--- src/rtl/fpu_defines.svh ---
// width and format constants for the fp multiplier
`ifndef FPU_DEFINES_SVH
`define FPU_DEFINES_SVH

// signed working exponent, wide enough for out-of-range products
`define FPU_EXP_W   14

// working significand, hidden bit plus one rounding carry bit
`define FPU_MANT_W  54

`define FPU_FLAGS_W 5   // nv, dz, of, uf, nx

// largest finite biased exponents
`define FPU_SP_EMAX 254
`define FPU_DP_EMAX 2046

`define FPU_SP_BIAS 127
`define FPU_DP_BIAS 1023

`endif

--- src/rtl/fpu_pkg.sv ---
// fp multiplier types: operand word union, format and rounding-mode enums
`default_nettype none

package fpu_pkg;

    typedef enum logic {
        FMT_SP = 1'b0,
        FMT_DP = 1'b1
    } fmt_e;

    typedef enum logic [2:0] {
        RM_RNE = 3'd0,   // nearest, ties to even
        RM_RTZ = 3'd1,
        RM_RDN = 3'd2,   // toward -inf
        RM_RUP = 3'd3,   // toward +inf
        RM_RMM = 3'd4    // nearest, ties away
    } rm_e;

    // one operand word, read as binary64 or as binary32 in the low half
    typedef union packed {
        struct packed {
            logic        sign;
            logic [10:0] exp;
            logic [51:0] frac;
        } f64;
        struct packed {
            logic [31:0] unused;   // upper half, ignored for single
            logic        sign;
            logic [7:0]  exp;
            logic [22:0] frac;
        } f32;
    } fp_word_u;

endpackage

`default_nettype wire

--- src/rtl/fpu_if.sv ---
// stage interfaces: unpack to multiply, multiply to round
`default_nettype none
`include "fpu_defines.svh"

interface unp_if
    import fpu_pkg::*;
();
    logic                         valid;
    fmt_e                         fmt;
    rm_e                          rm;
    logic                         sig_a;
    logic signed [`FPU_EXP_W-1:0] expo_a;   // biased, may go below one for subnormals
    logic [`FPU_MANT_W-2:0]       mant_a;   // hidden bit at 52 in both formats
    logic                         sig_b;
    logic signed [`FPU_EXP_W-1:0] expo_b;
    logic [`FPU_MANT_W-2:0]       mant_b;
    logic                         nv;       // invalid operation
    logic                         qnan;
    logic                         infs;
    logic                         zero;

    modport src (output valid, fmt, rm, sig_a, expo_a, mant_a, sig_b, expo_b, mant_b,
                 output nv, qnan, infs, zero);
    modport dst (input valid, fmt, rm, sig_a, expo_a, mant_a, sig_b, expo_b, mant_b,
                 input nv, qnan, infs, zero);
endinterface


`default_nettype wire

--- src/rtl/fpu_unpack.sv ---
// operand decode, special-value classification and subnormal normalisation
`default_nettype none
`include "fpu_defines.svh"

module fpu_unpack
    import fpu_pkg::*;
(
    input  wire           clk,
    input  wire           rst_n,
    input  wire           valid_i,
    input  wire fmt_e     fmt_i,
    input  wire rm_e      rm_i,
    input  wire fp_word_u op_a_i,
    input  wire fp_word_u op_b_i,
    unp_if.src            unp_o
);

    logic                         sig_a;
    logic signed [`FPU_EXP_W-1:0] expo_a;
    logic [`FPU_MANT_W-2:0]       mant_a;
    logic                         nan_a;
    logic                         snan_a;
    logic                         inf_a;
    logic                         zero_a;
    logic                         sig_b;
    logic signed [`FPU_EXP_W-1:0] expo_b;
    logic [`FPU_MANT_W-2:0]       mant_b;
    logic                         nan_b;
    logic                         snan_b;
    logic                         inf_b;
    logic                         zero_b;
    logic                         nv;
    logic                         qnan;
    logic                         infs;
    logic                         zero;

    // single fraction is left aligned to the double position
    function automatic void decode(
        input  fp_word_u                     w,
        input  fmt_e                         fmt,
        output logic                         sig,
        output logic signed [`FPU_EXP_W-1:0] expo,
        output logic [`FPU_MANT_W-2:0]       mant,
        output logic                         is_nan,
        output logic                         is_snan,
        output logic                         is_inf,
        output logic                         is_zero
    );
        logic [10:0] e;
        logic [51:0] f;
        logic        e_ones;
        logic [5:0]  lz;

        if (fmt == FMT_DP) begin
            sig    = w.f64.sign;
            e      = w.f64.exp;
            f      = w.f64.frac;
            e_ones = &w.f64.exp;
        end else begin
            sig    = w.f32.sign;
            e      = {3'b000, w.f32.exp};
            f      = {w.f32.frac, 29'h0};
            e_ones = &w.f32.exp;
        end
        is_zero = (e == '0) && (f == '0);
        is_inf  = e_ones && (f == '0);
        is_nan  = e_ones && (f != '0);
        is_snan = is_nan && !f[51];   // quiet bit is the fraction msb

        lz = 6'd51;
        for (int i = 0; i < 52; i++) begin
            if (f[i]) begin
                lz = 6'(51 - i);
            end
        end

        if (e == '0) begin   // subnormal, move leading one up to bit 52
            mant = {1'b0, f} << (lz + 6'd1);
            expo = -`FPU_EXP_W'(lz);
        end else begin
            mant = {1'b1, f};
            expo = `FPU_EXP_W'(e);
        end
    endfunction

    always_comb begin
        decode(op_a_i, fmt_i, sig_a, expo_a, mant_a, nan_a, snan_a, inf_a, zero_a);
        decode(op_b_i, fmt_i, sig_b, expo_b, mant_b, nan_b, snan_b, inf_b, zero_b);

        // class of the product
        nv   = snan_a | snan_b | (inf_a & zero_b) | (zero_a & inf_b);
        qnan = ~nv & (nan_a | nan_b);
        infs = ~nv & ~nan_a & ~nan_b & (inf_a | inf_b);
        zero = ~nv & ~nan_a & ~nan_b & ~inf_a & ~inf_b & (zero_a | zero_b);
    end

    always_ff @(posedge clk or negedge rst_n) begin
        if (!rst_n) begin
            unp_o.valid  <= 1'b0;
            unp_o.fmt    <= FMT_SP;
            unp_o.rm     <= RM_RNE;
            unp_o.sig_a  <= 1'b0;
            unp_o.expo_a <= '0;
            unp_o.mant_a <= '0;
            unp_o.sig_b  <= 1'b0;
            unp_o.expo_b <= '0;
            unp_o.mant_b <= '0;
            unp_o.nv     <= 1'b0;
            unp_o.qnan   <= 1'b0;
            unp_o.infs   <= 1'b0;
            unp_o.zero   <= 1'b0;
        end else begin
            unp_o.valid  <= valid_i;
            unp_o.fmt    <= fmt_i;
            unp_o.rm     <= rm_i;
            unp_o.sig_a  <= sig_a;
            unp_o.expo_a <= expo_a;
            unp_o.mant_a <= mant_a;
            unp_o.sig_b  <= sig_b;
            unp_o.expo_b <= expo_b;
            unp_o.mant_b <= mant_b;
            unp_o.nv     <= nv;
            unp_o.qnan   <= qnan;
            unp_o.infs   <= infs;
            unp_o.zero   <= zero;
        end
    end

endmodule

`default_nettype wire

--- src/flat_wrapper.sv ---
// flat-port wrapper written by rule: the top's interface ports become plain ports
module fpu_unpack_flat import fpu_pkg::*;
  (clk, rst_n, valid_i, fmt_i, rm_i, op_a_i, op_b_i, unp_o_valid, unp_o_fmt, unp_o_rm, unp_o_sig_a, unp_o_expo_a, unp_o_mant_a, unp_o_sig_b, unp_o_expo_b, unp_o_mant_b, unp_o_nv, unp_o_qnan, unp_o_infs, unp_o_zero);
  unp_if unp_o_i ();
  input  wire clk;
  input  wire rst_n;
  input  wire valid_i;
  input  wire fmt_e fmt_i;
  input  wire rm_e rm_i;
  input  wire fp_word_u op_a_i;
  input  wire fp_word_u op_b_i;
  output wire logic [$bits(unp_o_i.valid)-1:0] unp_o_valid;
  output wire logic [$bits(unp_o_i.fmt)-1:0] unp_o_fmt;
  output wire logic [$bits(unp_o_i.rm)-1:0] unp_o_rm;
  output wire logic [$bits(unp_o_i.sig_a)-1:0] unp_o_sig_a;
  output wire logic [$bits(unp_o_i.expo_a)-1:0] unp_o_expo_a;
  output wire logic [$bits(unp_o_i.mant_a)-1:0] unp_o_mant_a;
  output wire logic [$bits(unp_o_i.sig_b)-1:0] unp_o_sig_b;
  output wire logic [$bits(unp_o_i.expo_b)-1:0] unp_o_expo_b;
  output wire logic [$bits(unp_o_i.mant_b)-1:0] unp_o_mant_b;
  output wire logic [$bits(unp_o_i.nv)-1:0] unp_o_nv;
  output wire logic [$bits(unp_o_i.qnan)-1:0] unp_o_qnan;
  output wire logic [$bits(unp_o_i.infs)-1:0] unp_o_infs;
  output wire logic [$bits(unp_o_i.zero)-1:0] unp_o_zero;
  assign unp_o_valid = unp_o_i.valid;
  assign unp_o_fmt = unp_o_i.fmt;
  assign unp_o_rm = unp_o_i.rm;
  assign unp_o_sig_a = unp_o_i.sig_a;
  assign unp_o_expo_a = unp_o_i.expo_a;
  assign unp_o_mant_a = unp_o_i.mant_a;
  assign unp_o_sig_b = unp_o_i.sig_b;
  assign unp_o_expo_b = unp_o_i.expo_b;
  assign unp_o_mant_b = unp_o_i.mant_b;
  assign unp_o_nv = unp_o_i.nv;
  assign unp_o_qnan = unp_o_i.qnan;
  assign unp_o_infs = unp_o_i.infs;
  assign unp_o_zero = unp_o_i.zero;
  fpu_unpack u_core (.clk(clk), .rst_n(rst_n), .valid_i(valid_i), .fmt_i(fmt_i), .rm_i(rm_i), .op_a_i(op_a_i), .op_b_i(op_b_i), .unp_o(unp_o_i));
endmodule
--- config.mk ---
export PLATFORM = sky130hd
export DESIGN_NAME = fpu_unpack_flat
export DESIGN_NICKNAME = d
export VERILOG_FILES = /design/src/rtl/fpu_pkg.sv /design/src/rtl/fpu_if.sv /design/src/rtl/fpu_unpack.sv /design/src/flat_wrapper.sv
export VERILOG_INCLUDE_DIRS = /design/src /design/src/rtl
export SDC_FILE = /design/constraint.sdc
export NUM_CORES = 1
export LEC_CHECK = 0
export BUFFER_PORTS_ARGS = -buffer_cell sky130_fd_sc_hd__clkbuf_2
export CORE_MARGIN = 2
export CORE_UTILIZATION = 25
export CTS_CLUSTER_SIZE = 8
export DETAILED_ROUTE_END_ITERATION = 10
export SETUP_SLACK_MARGIN = 0.3
export SLEW_MARGIN = 10
export SYNTH_ARGS = -nofsm -noshare
export SYNTH_HDL_FRONTEND = slang
export SYNTH_SLANG_ARGS = --single-unit
--- constraint.sdc ---
create_clock -name clk -period 0.8 [get_ports clk]
set_clock_uncertainty 0.1 [all_clocks]
set_input_delay 0.08 -clock clk [delete_from_list [all_inputs] [get_ports clk]]
set_output_delay 0.08 -clock clk [all_outputs]
set_load 0.01 [all_outputs]
## Yosys cells after proc, flatten, opt, wreduce, memory -nomap -nowiden

Cells that the tools add are included.
W data, S select, Z words.

| storage, ports and cells | value |
|---|---|
| flip-flop bits (word level) | 145 |
| bits of input ports | 135 |
| output and inout port bits | 145 |
| word-level logic and storage cells | 173 |

| cells by class | value |
|---|---|
| add/sub/neg operators | 4 |
| shifts and indexed selects | 2 |
| multiplexer cells | 114 |
| bitwise gates (word level) | 20 |
| reduce and logical (&&, ||, !) cells | 20 |

Operators with widths:

| operator | count |
|---|---|
| $mux W6 | 64 |
| $mux W5 | 32 |
| $mux W53 | 2 |
| $shl A52 B6 Y53 | 2 |
| $logic_not A52 Y1 | 2 |
| $mux W52 | 2 |
| $reduce_bool A52 Y1 | 2 |
| $mux W14 | 2 |
| $neg A6 Y14 | 2 |
| $logic_not A11 Y1 | 2 |
| $mux W11 | 2 |
| $reduce_and A11 Y1 | 2 |
| $reduce_and A8 Y1 | 2 |
| $add A6 B1 Y6 const B | 2 |
| $and A1 B1 Y1 | 9 |
| $logic_and A1 B1 Y1 | 8 |
| $mux W2 | 4 |
| $mux W1 | 6 |
| $or A1 B1 Y1 | 6 |
| $not A1 Y1 | 5 |
| $logic_not A1 Y1 | 2 |

## Longest topological paths before layout

| logic depth | value |
|---|---|
| word-level depth | 55 |
| gate-level depth with buffers | 24 |
| gate-level depth less buffers | 17 |

## Worst setup path before layout

OpenSTA, ideal clock, no wires.

| timing | value |
|---|---|
| path kind | input -> register |
| start point | in fmt_i |
| end point | reg u_core.unp_o.mant_b[42] |
| setup time | 126 ps |
| arrival | 5271 ps |
| required time | 574 ps |
| setup slack | -4697 ps |
| stages on the path | 19 |
| path buffers | 9 |
| cell sequence | buf_4 -> or4b_1 -> or4b_1 -> a211oi_2 -> o31ai_1 -> o22ai_1 -> buf_4 -> buf_2 -> clkbuf_1 -> ha_1 -> clkbuf_1 -> buf_1 -> clkbuf_1 -> clkbuf_1 -> clkbuf_1 -> mux4_2 -> mux2i_1 -> o22ai_1 -> a221o_1 |

| between the ends | value |
|---|---|
| word-level cells in the longest chain between the ends | 55 |
| elaborated cells on any way between the ends | 57 |
| those cells by class | 1 x add/sub; 1 x shift; 54 x mux; 1 x reduce/logical |

Ends and longest elaborated chain:

| item | RTL line | text |
|---|---|---|
| start: declaration | flat_wrapper.sv:8 | `input wire fmt_e fmt_i;` |
| $mux W52 | fpu_unpack.sv:54 | `if (fmt == FMT_DP) begin` |
| $mux W1 | fpu_unpack.sv:72 | `if (f[i]) begin` |
| $mux W2 (2 in a row) | fpu_unpack.sv:72 |  |
| $mux W5 (16 in a row) | fpu_unpack.sv:72 |  |
| $mux W6 (32 in a row) | fpu_unpack.sv:72 |  |
| $add A6 B1 Y6 | fpu_unpack.sv:78 | `mant = {1'b0, f} << (lz + 6'd1);` |
| $shl A52 B6 Y53 | fpu_unpack.sv:78 |  |
| $mux W53 (*) | fpu_unpack.sv:77 | `if (e == '0) begin` |
| net u_core.mant_b[42] | fpu_unpack.sv:27 | `` logic [`FPU_MANT_W-2:0] mant_b; `` |
| end: declaration | fpu_if.sv:22 | `modport src (output valid, fmt, rm, sig_a, expo_a, mant_a, sig_b, expo_b, mant_b,` |

The timed path passes the listed nets; every way through them passes the cells marked *.

## Worst setup path in the final report

| timing | value |
|---|---|
| start point | in fmt_i |
| end point | reg u_core.unp_o.mant_b[36] |

The elaborated chain is that of the path after synthesis.

==> impl_metrics.toml <==
[yosys]
synth_top_area_share_pct = 24.2
syn_area_sq_um = 15000
avgSynthCellArea_sq_um = 8.22
synth-seq-area-share_pct = 24.2
yosysWarningCount = 0
synth-edff-count = 0
yosys.area.top_type = "dfrtp_1"
ys_top_cells_by_area = "dfrtp_1 24%, mux2i_1 14%, mux4_2 5.4%"
syn_nets = 1962
synth-seq-cells = 145
syn_inst = 1821
ys.flop_type = "dfrtp_1"
ys_types = 88
synthArstFlopShare_pct = 100

[sta]
period_minus_slack_ns = 3.67
rsz0062_at_grt = "true"
relSlewSlack_pct = 23.9
setup_ws_ns = -2.87
fin_hold_ws_ns = -0.570
maxSlewViolCount = 0
worst_slew_pin_slew_ns = 1.14
setup_violations = 285
post-route-period-util_pct = 459
fmax_ghz = 0.272
hold_viol = 171

[clocking]
root_buffer = "clkbuf_16"
clockBufferDepth = 2
cts_max_level = 4
ctsHoldBuffers = 4
cts_buffers = 17
numClockSinks = 145
cts_tree = "yes"
clk_pin_slew_ns = 0.07

[detailed_routing]
firstDrtPassIters = 7
drtIter0Drc = 2355
ant_nets = 0
drc = 0
vias = 21400
wl_per_cell_microns = 28.6
via_per_inst = 5.79
finalWirelength_microns = 106000

[layout]
nets = 3052
drive_gt1_share_pct = 63.0
fin_cells = 3704
syn_to_final_growth_pct = 95.3
num-fill-cells = 5470

[floorplan]
die_w_microns = 249
row_count = 89
num_io_pins = 280
die_area_sq_um = 61900
dieHeight_microns = 249
core-area_sq_um = 59100
start_util_pct = 25.3

[critical_path]
startpoint_type = "primary input"
crit_chain = "clkbuf_16 > buf_12 > buf_12 > buf_16 > nor3b_4 > or2_4 > a21oi_2 > nor2_1 > a311o_1 > a21oi_2 > inv_2 > ha_4 > buf_6 > buf_6 > mux4_2 > buf_6 > mux2i_4 > buf_4 > o2bb2ai_2 > a211o_1"
crit_top_cell = "buf_6"
cp_slowest_stage_delay_ns = 0.61
critPathTopFamily = "buffers and inverters"
crit_buf_inv = 9
worst-setup-path-type = "in2reg"
arrival_ns = 3.92
crit_slowest_cell = "mux4_2"
crit_required_ns = 1.05
end_kind = "flop"
cp_max_fo = 6

[grt]
grt_pass1_vias = 20500
grt_pass1_wl_microns = 147000
antenna_found_initial = 5
globalRouteOverflowTotal = 0
grt_usage_pct = 32.4
grt_max_degree = 36

[pwr]
powerDensity_nw_per_um2 = 1390
leakagePower_uw = 0.0131
ir_drop_uv = 1630

[place]
gp_congestion = 1.02
dp_cells = 3468
dp_hpwl_microns = 84000
port_buffers = 279
place_ws_ns = -3.65

[min_path]
hp-class = "in2async"

[flow_run]
maxCapViolations = 0

[run_status]
violations = "hold timing, setup timing"
status = "finished, violations left"
==> layout by cell type, fill, tap and decap left out, drive strengths merged, types with 10 or more instances in the layout <==
cell	instances
a22oi	18
inv	36
buf	967
nand4	19
nor3b	22
a211o	11
o22ai	53
mux2i	216
nand2b	15
nand2	216
and3	10
nor2b	16
clkbuf	290
nor2	157
o22a	10
a22o	16
a221oi	13
nand3	44
a31oi	18
mux4	36
nor4	20
a211oi	24
o221ai	20
o21ai	103
or2	12
mux2	44
o211ai	34
a21oi	72
o41ai	10
dfrtp	145
nor3	64
==> routing by layer <==
layer / share of wire (%) / track usage, % / vias to the layer above
met3: 11 / 9.62 / 234
met5: 0.012 / 0 / -
met2: 41 / 46.4 / 1382
li1: - / - / 9131
met4: 3.4 / 8.90 / 2
met1: 44 / 46.6 / 10700
==> how the worst max path moves through the flow <==
stage	startpoint	end	slack [ns]	cells after the start
floorplan	fmt_i	u_core.unp_o.mant_b[47]$_DFF_PN0_	-3.38	19
global placement	fmt_i	u_core.unp_o.mant_a[51]$_DFF_PN0_	-3.64	17
detailed placement	fmt_i	u_core.unp_o.mant_a[51]$_DFF_PN0_	-3.65	17
CTS	fmt_i	u_core.unp_o.mant_b[50]$_DFF_PN0_	-2.80	22
global route	fmt_i	u_core.unp_o.mant_b[44]$_DFF_PN0_	-2.93	20
finish	fmt_i	u_core.unp_o.mant_b[36]$_DFF_PN0_	-2.87	20
==> registers in the layout (all words and copies together), names as in the netlist <==
signal and flops:
u_core.unp_o.valid 1, u_core.unp_o.sig_b 1, u_core.unp_o.rm 3, u_core.unp_o.expo_a 14, u_core.unp_o.expo_b 14, u_core.unp_o.infs 1, u_core.unp_o.zero 1, u_core.unp_o.mant_b 53
u_core.unp_o.qnan 1, u_core.unp_o.mant_a 53, u_core.unp_o.nv 1, u_core.unp_o.sig_a 1, u_core.unp_o.fmt 1
==> where the power goes <==
part | internal [uW] | switching (uW) | total, uW
clock network | 4130 | 3710 | 7850
registers | 7760 | 178 | 7940
logic | 11900 | 12900 | 24800
==> cells by family (layout without fill, tap and decap cells) <==
| kind of cell | Yosys count | in the layout | share of synthesized area [%] |
|---|---|---|---|
| DFF | 145 | 145 | 24.2 |
| buffers and inverters | 206 | 1309 | 6.10 |
| other | 0 | 7 | 0 |
| muxes | 296 | 296 | 23.2 |
| AOI/OAI and AO/OA | 528 | 528 | 25.2 |
| adders and majority gates | 6 | 6 | 0.501 |
| and+or+nand+nor | 622 | 622 | 19.3 |
| xor gates and xnor gates | 18 | 18 | 1.50 |
==> synth_stat cells, drive strengths merged (7+ instances only) <==
cell,number
mux2i,216
nand2,216
nor2,157
dfrtp,145
o21ai,103
clkbuf,100
buf,76
a21oi,72
nor3,64
o22ai,53
mux2,44
nand3,44
mux4,36
o211ai,34
inv,30
a211oi,24
nor3b,22
nor4,20
o221ai,20
nand4,19
a22oi,18
a31oi,18
a22o,16
nor2b,16
nand2b,15
a221oi,13
or2,12
a211o,11
and3,10
o22a,10
o41ai,10
a21boi,9
a21o,9
and2,9
o21a,9
xnor2,9
xor2,9
a221o,8
o21bai,8
o32ai,8
a2111oi,7
a32oi,7
==> through the flow <==
stage,setup TNS [ns],util [%],power [uW],instance area [sq um]
floorplan,-401.58,-,16600,15500
global placement,-421.90,38.9,26100,23000
detailed placement,-427.83,38.9,26000,23000
CTS,-373.45,44.7,37000,26400
global route,-393.08,49.4,41900,29200
finish,-380.06,49.5,40600,29300
==> timing repair <==
action / CTS / global route
hold endpoints to repair: 181 / 171
pin swaps: 87 / 163
setup endpoints to repair: 285 / 287
setup buffers: 78 / 104
gates resized for setup: 463 / 428
cloned: 7 / 4
==> cell type report <==
| cell class | instances | area (sq um) | share of cell area, % |
|---|---|---|---|
| Sequential cell | 145 | 3630 | 12.4 |
| Timing Repair Buffer | 1247 | 10300 | 35.1 |
| Tap cell | 773 | 967 | 3.31 |
| Antenna cell | 7 | 17.5 | 0.0599 |
| Multi-Input combinational cell | 1470 | 13700 | 46.7 |
| Clock inverter | 14 | 119 | 0.406 |
| Inverter | 30 | 140 | 0.479 |
| Clock buffer | 18 | 439 | 1.50 |
No activity file was read; power rests on OpenSTA's default activity.
