[config.mk]
export PLATFORM = sky130hd
export DESIGN_NAME = fpu_rnd_flat
export DESIGN_NICKNAME = d
export VERILOG_FILES = /design/src/rtl/fpu_pkg.sv /design/src/rtl/fpu_if.sv /design/src/rtl/fpu_rnd.sv /design/src/flat_wrapper.sv
export VERILOG_INCLUDE_DIRS = /design/src /design/src/rtl
export SDC_FILE = /design/constraint.sdc
export NUM_CORES = 1
export LEC_CHECK = 0
export BUFFER_PORTS_ARGS = -buffer_cell sky130_fd_sc_hd__buf_2
export CAP_MARGIN = 25
export CORE_ASPECT_RATIO = 0.75
export CORE_UTILIZATION = 54
export CTS_CLUSTER_SIZE = 20
export DETAILED_ROUTE_END_ITERATION = 8
export MAX_ROUTING_LAYER = met4
export PLACE_DENSITY = 0.82
export SKIP_LAST_GASP = 1
export SLEW_MARGIN = 30
export SYNTH_ARGS = -nofsm -noshare
export SYNTH_HDL_FRONTEND = slang
export SYNTH_SLANG_ARGS = --single-unit
[constraint.sdc]
create_clock -name clk -period 8.2 [get_ports clk]
set_input_delay 0.41 -clock clk [delete_from_list [all_inputs] [get_ports clk]]
set_output_delay 0.41 -clock clk [all_outputs]
set_load 0.01 [all_outputs]
[src/rtl/fpu_defines.svh]
// width and format constants for the fp multiplier
`ifndef FPU_DEFINES_SVH
`define FPU_DEFINES_SVH

// signed working exponent, wide enough for out-of-range products
`define FPU_EXP_W   14

// working significand, hidden bit plus one rounding carry bit
`define FPU_MANT_W  54

`define FPU_FLAGS_W 5   // nv, dz, of, uf, nx

// largest finite biased exponents
`define FPU_SP_EMAX 254
`define FPU_DP_EMAX 2046

`define FPU_SP_BIAS 127
`define FPU_DP_BIAS 1023

`endif

[src/rtl/fpu_pkg.sv]
// fp multiplier types: operand word union, format and rounding-mode enums
`default_nettype none

package fpu_pkg;

    typedef enum logic {
        FMT_SP = 1'b0,
        FMT_DP = 1'b1
    } fmt_e;

    typedef enum logic [2:0] {
        RM_RNE = 3'd0,   // nearest, ties to even
        RM_RTZ = 3'd1,
        RM_RDN = 3'd2,   // toward -inf
        RM_RUP = 3'd3,   // toward +inf
        RM_RMM = 3'd4    // nearest, ties away
    } rm_e;

    // one operand word, read as binary64 or as binary32 in the low half
    typedef union packed {
        struct packed {
            logic        sign;
            logic [10:0] exp;
            logic [51:0] frac;
        } f64;
        struct packed {
            logic [31:0] unused;   // upper half, ignored for single
            logic        sign;
            logic [7:0]  exp;
            logic [22:0] frac;
        } f32;
    } fp_word_u;

endpackage

`default_nettype wire

[src/rtl/fpu_if.sv]
// stage interfaces: unpack to multiply, multiply to round
`default_nettype none
`include "fpu_defines.svh"


interface rnd_if
    import fpu_pkg::*;
();
    logic                    valid;
    logic                    sig;
    logic [`FPU_EXP_W-1:0]   expo;   // zero means subnormal range
    logic [`FPU_MANT_W-1:0]  mant;   // hidden bit at 23 or 52
    logic [2:0]              grs;
    fmt_e                    fmt;
    rm_e                     rm;
    logic                    snan;   // NaN from an invalid operation
    logic                    qnan;
    logic                    infs;
    logic                    zero;

    modport src (output valid, sig, expo, mant, grs, fmt, rm, snan, qnan, infs, zero);
    modport dst (input valid, sig, expo, mant, grs, fmt, rm, snan, qnan, infs, zero);
endinterface

`default_nettype wire

[src/rtl/fpu_rnd.sv]
// rounding, exception flags and result packing stage
`default_nettype none
`include "fpu_defines.svh"

module fpu_rnd
    import fpu_pkg::*;
(
    input  wire                     clk,
    input  wire                     rst_n,
    rnd_if.dst                      rnd_i,
    output logic                    valid_o,
    output logic [63:0]             result_o,
    output logic [`FPU_FLAGS_W-1:0] flags_o
);

    logic                    valid_r;
    logic                    sig_r;
    logic [`FPU_EXP_W-1:0]   expo_r;
    logic [`FPU_MANT_W-1:0]  mant_r;
    logic [2:0]              grs_r;
    fmt_e                    fmt_r;
    rm_e                     rm_r;
    logic                    snan_r;
    logic                    qnan_r;
    logic                    infs_r;
    logic                    zero_r;

    logic [`FPU_EXP_W-1:0]   expo;
    logic [`FPU_MANT_W-1:0]  mant;
    logic                    inexact;
    logic                    odd;
    logic                    rndup;
    logic                    rnddn;
    logic                    shift;
    logic                    min_norm;
    logic [63:0]             result;
    logic [`FPU_FLAGS_W-1:0] flags;

    always_ff @(posedge clk or negedge rst_n) begin
        if (!rst_n) begin
            valid_r <= 1'b0;
            sig_r   <= 1'b0;
            expo_r  <= '0;
            mant_r  <= '0;
            grs_r   <= 3'b000;
            fmt_r   <= FMT_SP;
            rm_r    <= RM_RNE;
            snan_r  <= 1'b0;
            qnan_r  <= 1'b0;
            infs_r  <= 1'b0;
            zero_r  <= 1'b0;
        end else begin
            valid_r <= rnd_i.valid;
            sig_r   <= rnd_i.sig;
            expo_r  <= rnd_i.expo;
            mant_r  <= rnd_i.mant;
            grs_r   <= rnd_i.grs;
            fmt_r   <= rnd_i.fmt;
            rm_r    <= rnd_i.rm;
            snan_r  <= rnd_i.snan;
            qnan_r  <= rnd_i.qnan;
            infs_r  <= rnd_i.infs;
            zero_r  <= rnd_i.zero;
        end
    end

    always_comb begin
        expo     = expo_r;
        result   = '0;
        flags    = '0;
        inexact  = |grs_r;
        flags[0] = inexact;
        odd      = mant_r[0] | (|grs_r[1:0]);   // tie breaks up only on odd lsb

        rndup = 1'b0;
        rnddn = 1'b0;
        case (rm_r)
            RM_RNE: rndup = grs_r[2] & odd;
            RM_RTZ: rnddn = 1'b1;
            RM_RDN: begin
                rndup = sig_r & inexact;
                rnddn = ~sig_r;
            end
            RM_RUP: begin
                rndup = ~sig_r & inexact;
                rnddn = sig_r;
            end
            RM_RMM: rndup = grs_r[2];
            default: rndup = 1'b0;
        endcase

        mant = mant_r + `FPU_MANT_W'(rndup);

        // subnormal rounded up into the smallest normal
        if (rndup && expo_r == '0) begin
            if ((fmt_r == FMT_SP && mant[23]) || (fmt_r == FMT_DP && mant[52])) begin
                expo = `FPU_EXP_W'(1);
            end
        end

        // modes rounding toward zero for this sign saturate on overflow
        if (rnddn) begin
            if (fmt_r == FMT_SP && $signed(expo) > `FPU_SP_EMAX) begin
                expo  = `FPU_EXP_W'(`FPU_SP_EMAX);
                mant  = {31'h0, {23{1'b1}}};
                flags = 5'b00101;
            end else if (fmt_r == FMT_DP && $signed(expo) > `FPU_DP_EMAX) begin
                expo  = `FPU_EXP_W'(`FPU_DP_EMAX);
                mant  = {2'b00, {52{1'b1}}};
                flags = 5'b00101;
            end
        end

        shift = (fmt_r == FMT_SP) ? mant[24] : mant[53];   // carry out of rounding
        expo  = expo + `FPU_EXP_W'(shift);
        mant  = mant >> shift;

        if (expo == '0) begin
            flags[1] = flags[0];   // tiny and inexact
        end

        // exactly smallest normal after rounding up, tiny with unbounded exponent?
        if (fmt_r == FMT_SP) begin
            min_norm = (mant[22:0] == '0);
        end else begin
            min_norm = (mant[51:0] == '0);
        end
        if (rndup && expo == `FPU_EXP_W'(1) && min_norm) begin
            if (rm_r == RM_RDN || rm_r == RM_RUP) begin
                flags[1] = ~grs_r[2] | ~(|grs_r[1:0]);
            end else begin
                flags[1] = grs_r[2] & ~grs_r[1];
            end
        end

        // special classes override the computed flags
        if (snan_r) begin
            flags = 5'b10000;
        end else if (qnan_r || infs_r || zero_r) begin
            flags = 5'b00000;
        end

        if (fmt_r == FMT_SP) begin
            if (snan_r || qnan_r) begin
                result = {32'h0, 1'b0, 8'hff, 23'h400000};   // canonical qnan
            end else if (infs_r) begin
                result = {32'h0, sig_r, 8'hff, 23'h0};
            end else if (zero_r) begin
                result = {32'h0, sig_r, 8'h00, 23'h0};
            end else if (expo == '0) begin
                result = {32'h0, sig_r, 8'h00, mant[22:0]};
            end else if ($signed(expo) > `FPU_SP_EMAX) begin
                flags  = 5'b00101;
                result = {32'h0, sig_r, 8'hff, 23'h0};
            end else begin
                result = {32'h0, sig_r, expo[7:0], mant[22:0]};
            end
        end else begin
            if (snan_r || qnan_r) begin
                result = {1'b0, 11'h7ff, 52'h8_0000_0000_0000};
            end else if (infs_r) begin
                result = {sig_r, 11'h7ff, 52'h0};
            end else if (zero_r) begin
                result = {sig_r, 11'h000, 52'h0};
            end else if (expo == '0) begin
                result = {sig_r, 11'h000, mant[51:0]};
            end else if ($signed(expo) > `FPU_DP_EMAX) begin
                flags  = 5'b00101;
                result = {sig_r, 11'h7ff, 52'h0};
            end else begin
                result = {sig_r, expo[10:0], mant[51:0]};
            end
        end
    end

    assign valid_o  = valid_r;
    assign result_o = result;
    assign flags_o  = flags;

endmodule

`default_nettype wire

[src/flat_wrapper.sv]
// flat-port wrapper written by rule: the top's interface ports become plain ports
module fpu_rnd_flat import fpu_pkg::*;
  (clk, rst_n, valid_o, result_o, flags_o, rnd_i_valid, rnd_i_sig, rnd_i_expo, rnd_i_mant, rnd_i_grs, rnd_i_fmt, rnd_i_rm, rnd_i_snan, rnd_i_qnan, rnd_i_infs, rnd_i_zero);
  rnd_if rnd_i_i ();
  input  wire clk;
  input  wire rst_n;
  output logic valid_o;
  output logic [63:0] result_o;
  output logic [`FPU_FLAGS_W-1:0] flags_o;
  input wire logic [$bits(rnd_i_i.valid)-1:0] rnd_i_valid;
  input wire logic [$bits(rnd_i_i.sig)-1:0] rnd_i_sig;
  input wire logic [$bits(rnd_i_i.expo)-1:0] rnd_i_expo;
  input wire logic [$bits(rnd_i_i.mant)-1:0] rnd_i_mant;
  input wire logic [$bits(rnd_i_i.grs)-1:0] rnd_i_grs;
  input wire logic [$bits(rnd_i_i.fmt)-1:0] rnd_i_fmt;
  input wire logic [$bits(rnd_i_i.rm)-1:0] rnd_i_rm;
  input wire logic [$bits(rnd_i_i.snan)-1:0] rnd_i_snan;
  input wire logic [$bits(rnd_i_i.qnan)-1:0] rnd_i_qnan;
  input wire logic [$bits(rnd_i_i.infs)-1:0] rnd_i_infs;
  input wire logic [$bits(rnd_i_i.zero)-1:0] rnd_i_zero;
  assign rnd_i_i.valid = rnd_i_valid;
  assign rnd_i_i.sig = rnd_i_sig;
  assign rnd_i_i.expo = rnd_i_expo;
  assign rnd_i_i.mant = rnd_i_mant;
  assign rnd_i_i.grs = rnd_i_grs;
  assign rnd_i_i.fmt = rnd_i_fmt;
  assign rnd_i_i.rm = rnd_i_rm;
  assign rnd_i_i.snan = rnd_i_snan;
  assign rnd_i_i.qnan = rnd_i_qnan;
  assign rnd_i_i.infs = rnd_i_infs;
  assign rnd_i_i.zero = rnd_i_zero;
  fpu_rnd u_core (.clk(clk), .rst_n(rst_n), .rnd_i(rnd_i_i), .valid_o(valid_o), .result_o(result_o), .flags_o(flags_o));
endmodule
[Yosys cells after proc, flatten, opt, wreduce, memory -nomap -nowiden]
Index checks and enable logic that the tools add are counted.
Word-level totals
  register bits: 81
  output and inout bits: 70
Operators by class
  add/sub/neg operators: 2
  magnitude comparators: 4
  equality and inequality tests: 5
  shifts and indexed selects: 1
  multiplexer cells: 42
  bitwise operators: 11
  reductions and logical operators: 19
Operators by type and width (number)
  $mux W63: 4
  $mux W54: 3
  $mux W64: 2
  $mux W31: 4
  $mux W5: 15
  $mux W14: 5
  $add A54 B1 Y54: 1
  $shr A54 B1 Y52: 1
  $logic_not A52 Y1: 1
  $mux W32: 1
  $gt A14 B12 Y1 const B: 2
  $gt A14 B9 Y1 const B: 2
  $logic_not A14 Y1: 2
  $logic_not A23 Y1: 1
  $add A14 B1 Y14: 1
  $eq A14 B1 Y1 const B: 1
  $logic_and A1 B1 Y1: 7
  $eq A3 B2 Y1 const B: 2
  $logic_or A1 B1 Y1: 5
  $mux W1: 5
  $not A1 Y1: 5
  $and A1 B1 Y1: 4
  $pmux W1 S4: 1
  $eq A3 B1 Y1 const B: 1
  7 further kinds: 8

[Logic depth before layout (Yosys ltp)]
  word-level depth: 28
  mapped depth: 29
  gate-level depth less buffers: 28

[Least setup slack after synthesis]
OpenSTA, ideal clock, no wires.
  kind: register -> output
  from: register u_core.rm_r[2]
  to: output port result_o[21]
  arrival: 6016 ps
  data required time: 7790 ps
  slack: 1774 ps
  stages on the path, launching flop included: 30
  path buffers: 4
  cell sequence: dfrtp_1 -> inv_1 -> nand2_1 -> nor2_1 -> a21oi_1 -> o21ai_0 -> ha_1 -> ha_1 -> nand2_1 -> nor4_2 -> nand4_1 -> xor2_1 -> nor3_2 -> nor2_8 -> inv_2 -> clkbuf_1 -> clkbuf_1 -> ha_1 -> clkbuf_1 -> nand4_1 -> nor3_1 -> and2_1 -> nand3_1 -> xor2_1 -> and3_1 -> a22o_1 -> mux2i_1 -> nand2_1 -> clkbuf_1 -> a311oi_1
Between the ends
  longest elaborated chain between the ends: 21
  elaborated cells on any way between the ends: 41
  those cells by class: add/sub: 2; order compare: 4; eq/ne: 4; shift: 1; mux: 22; reduce/logical: 8
RTL lines
  start, declared: RTL line fpu_rnd.sv:22  | rm_e rm_r;
  start signal, assigned: RTL line fpu_rnd.sv:59  | rm_r <= rnd_i.rm;
  $eq A3 B3 Y1, or another cell as far along: RTL line fpu_rnd.sv:77  | case (rm_r)
  $pmux W1 S4: RTL line fpu_rnd.sv:77
  $add A54 B1 Y54: RTL line fpu_rnd.sv:92  | mant = mant_r + `FPU_MANT_W'(rndup);
  $logic_and A1 B1 Y1: RTL line fpu_rnd.sv:96  | if ((fmt_r == FMT_SP && mant[23]) || (fmt_r == FMT_DP && mant[52])) begin
  $logic_or A1 B1 Y1: RTL line fpu_rnd.sv:96
  $mux W14: RTL line fpu_rnd.sv:96
  $mux W14: RTL line fpu_rnd.sv:95  | if (rndup && expo_r == '0) begin
  $gt A14 B12 Y1 (no line)
  [... 5 more ...]
  $add A14 B1 Y14: RTL line fpu_rnd.sv:115  | expo = expo + `FPU_EXP_W'(shift);
  $gt A14 B9 Y1 (no line) / $gt A14 B12 Y1 (equally long branches)
  $mux W31 / $mux W63 (equally long branches): RTL line fpu_rnd.sv:152, fpu_rnd.sv:167
  $mux W31 / $mux W63 (equally long branches): RTL line fpu_rnd.sv:150, fpu_rnd.sv:165
  $mux W31 / $mux W63 (equally long branches): RTL line fpu_rnd.sv:148, fpu_rnd.sv:163
  $mux W31 / $mux W63 (equally long branches): RTL line fpu_rnd.sv:146, fpu_rnd.sv:161
  $mux W32 / $mux W64 (equally long branches): RTL line fpu_rnd.sv:144, fpu_rnd.sv:159
  $mux W64 *: RTL line fpu_rnd.sv:143  | if (fmt_r == FMT_SP) begin
  end, declared: RTL line flat_wrapper.sv:8  | output logic [63:0] result_o;
Every way passes the cells marked *; elsewhere a longest branch is shown, timed or not.

[Final worst setup path]
Same ends and word-level chain as after synthesis.

==> flow_summary.json <==
{
  "pwr-share-clk_pct": 39.6,
  "final_cell_mix": "150 x buf_2, 109 x nand2_1, 81 x dfrtp_1",
  "fin_util_pct": 66.99,
  "slowest_delay_ns": 0.51,
  "switching_share_pct": 31.83,
  "antenna_found_initial": 0,
  "synthCells": 741,
  "ir_drop_v": 0.0001838,
  "cts_tree": "built",
  "grt_usage_pct": 35.06,
  "numCtsBuffers": 9,
  "fin_worst_hold_slack_ns": 0.08029,
  "synth_nets": 828,
  "fmax_ghz": 0.1343,
  "synth_area_um2": 5776,
  "die-width_um": 121.4,
  "detail_route.wl_per_cell_um": 18.39,
  "h-tree-depth": 3,
  "rsz0062_at_grt": "false",
  "start_kind": "flop",
  "crit_buf_inv": 3,
  "p_int_w": 0.0007402,
  "fin_crit_ns": 7.447,
  "finalHoldViolations": 0,
  "slew_headroom_pct": 42.71,
  "p_leak_nw": 2.932,
  "criticalPathCategory": "reg2out",
  "comb_power_share_pct": 18.9,
  "finalPower_w": 0.001086,
  "design.die.area_um2": 11120,
  "grt_pass1_vias": 5695,
  "async_flop_share_pct": 100.0,
  "holdCritPathClass": "in2async",
  "clockBufferDepth": 2,
  "grt_max_degree": 82,
  "postRouteAntennaNets": 0,
  "worstMarginPinSlew_ns": 0.8569,
  "wl_um": 18500,
  "crit_required_ns": 7.79,
  "period_share_pct": 90.82,
  "cp_slowest_cell": "ha_1",
  "synth-seq-area-share_pct": 35.10,
  "gp_congestion": 0.9957,
  "p_switching_w": 0.0003457,
  "rows": 32,
  "maxCapViolCount": 0,
  "mostFrequentLayoutCell": "buf_2",
  "vias": 6339,
  "clk_pin_slew_ns": 0.07,
  "core_um2": 10330,
  "drive_gt1_share_pct": 22.99,
  "grt_first_pass_wirelength_um": 29480,
  "setup_slack_ns": 0.7526,
  "yosys_register_bits": 81,
  "io_pins": 153,
  "setup_violations": 0,
  "detailedPlace.worstSlack_ns": 0.8297,
  "die_y_um": 91.57,
  "cp_data_arrival_time_ns": 7.04,
  "critPathCaptureType": "primary output",
  "start_util_pct": 55.91,
  "first_pass_iters": 5,
  "via_per_inst": 6.301,
  "status": "finished clean",
  "drtIter0Drc": 671,
  "synth.avg_cell_area_um2": 7.794,
  "antennaDiodeCount": 0,
  "finalSetupTns_ns": 0,
  "synth_edf_count": 0,
  "power_density_nw_per_um2": 156.9,
  "synth_flop_cell": "dfrtp_1",
  "clockRootBuffer": "clkbuf_16",
  "maxSlewViolCount": 0,
  "hpwl_um": 14020,
  "drc_errors": 0,
  "ys_types": 69,
  "overflow": 0,
  "cts.sink_count": 81,
  "yosys_warnings": 0,
  "port_buffers": 151,
  "areaGrowthSynthToFinish_pct": 19.82,
  "critical_path.top_delay_family": "simple AND/OR/NAND/NOR gates",
  "nNetsFinal": 952,
  "seqPwrFrac_pct": 41.5,
  "crit_path_max_fanout": 23
}
[synth_stat cells (3+ instances only)]
cell type  instances  share of area [%]
and2_1             6               0.65
nand2b_1           8               0.87
xor2_1            23                3.5
and4_1             5               0.76
a311oi_1           7                1.1
clkbuf_1          33                2.1
inv_1              7               0.46
buf_4              3               0.39
ha_1               4               0.87
dfrtp_1           81                 35
nand2_1          110                7.1
o21ai_0           36                3.1
or3_1             13                1.4
nor4_1            15                1.6
o22ai_1            4               0.43
mux2i_1            5               0.87
a21oi_1           77                6.7
or2_2              3               0.32
xnor2_1           24                3.6
nand4_1           33                3.6
nor3_1            23                2.0
nor2b_1            4               0.43
o31ai_1            5               0.65
or4_1              5               0.65
a211oi_1          11                1.4
o21a_1             4               0.52
nand3_1           39                3.4
nor2_1            74                4.8
buf_2              7               0.61
a31oi_1           13                1.4
and3_1             8               0.87
[what timing repair did]
item | in CTS | in global routing
hold buffers | 0 | 0
setup endpoints to repair | 0 | 23
setup buffers | 0 | 0
resized for setup | 0 | 3
[area by class of cell]
cell class	count	area (um2)
tap	136	170.2
sequential	81	2027
clock inverter	7	92.59
inverter	9	33.78
clock buffer	9	225.2
timing repair buffer	159	822.0
fill	855	3410
multi-input combinational	605	3550
[worst max-delay path by stage]
stage                         from            to  slack (ns)  depth (start not counted)
floorplan           u_core.rm_r[2]  result_o[21]        1.77                         29
finish              u_core.rm_r[2]  result_o[21]        0.75                         29
global placement    u_core.rm_r[2]    flags_o[1]        1.13                         27
CTS                 u_core.rm_r[2]  result_o[21]        0.43                         27
detailed placement  u_core.rm_r[2]   result_o[7]        0.83                         27
global route        u_core.rm_r[2]  result_o[17]        0.11                         29
[registers in the layout (all words and copies together) (netlist names)]
register and cells:
u_core.mant_r 54, u_core.expo_r 14, u_core.grs_r 3, u_core.rm_r 3, u_core.fmt_r 1, u_core.infs_r 1, u_core.qnan_r 1, u_core.sig_r 1
u_core.snan_r 1, u_core.valid_o 1, u_core.zero_r 1
[through the flow]
stage	instances	area, um2
floorplan	741	5776
global placement	990	6576
detailed placement	990	6576
CTS	1006	6894
global route	1006	6920
finish	1006	6920
[cells by family after synthesis]
family                     share of synthesized area (%)
and+or+nand+nor                                    32.45
AOI/OAI and AO/OA                                  19.39
DFF                                                35.10
buffers and inverters                              3.943
xor gates and xnor gates                           7.127
muxes                                              1.062
adders and majority gates                         0.8666
other                                            0.06493
[layer usage]
layer | routed length [um] | vias to the layer above | global-route usage (%)
met3 | 1847 | 32 | 7.663
met1 | 8086 | 2956 | 49.52
li1 | - | 2951 | -
met2 | 8249 | 400 | 49.91
met4 | 319 | 0 | 10.49
met5 | 0 | - | -
[power groups by stage]
stage	clock [W]	sequential [W]	combinational, W
4_1_cts	0.000434	0.000449	0.000200
2_1_floorplan	0	0.000444	0.000134
6_report	0.000430	0.000450	0.000205
5_1_grt	0.000453	0.000453	0.000225
3_5_place_dp	0	0.000456	0.000199
3_3_place_gp	0	0.000456	0.000195
(Power assumes the default switching activity.)
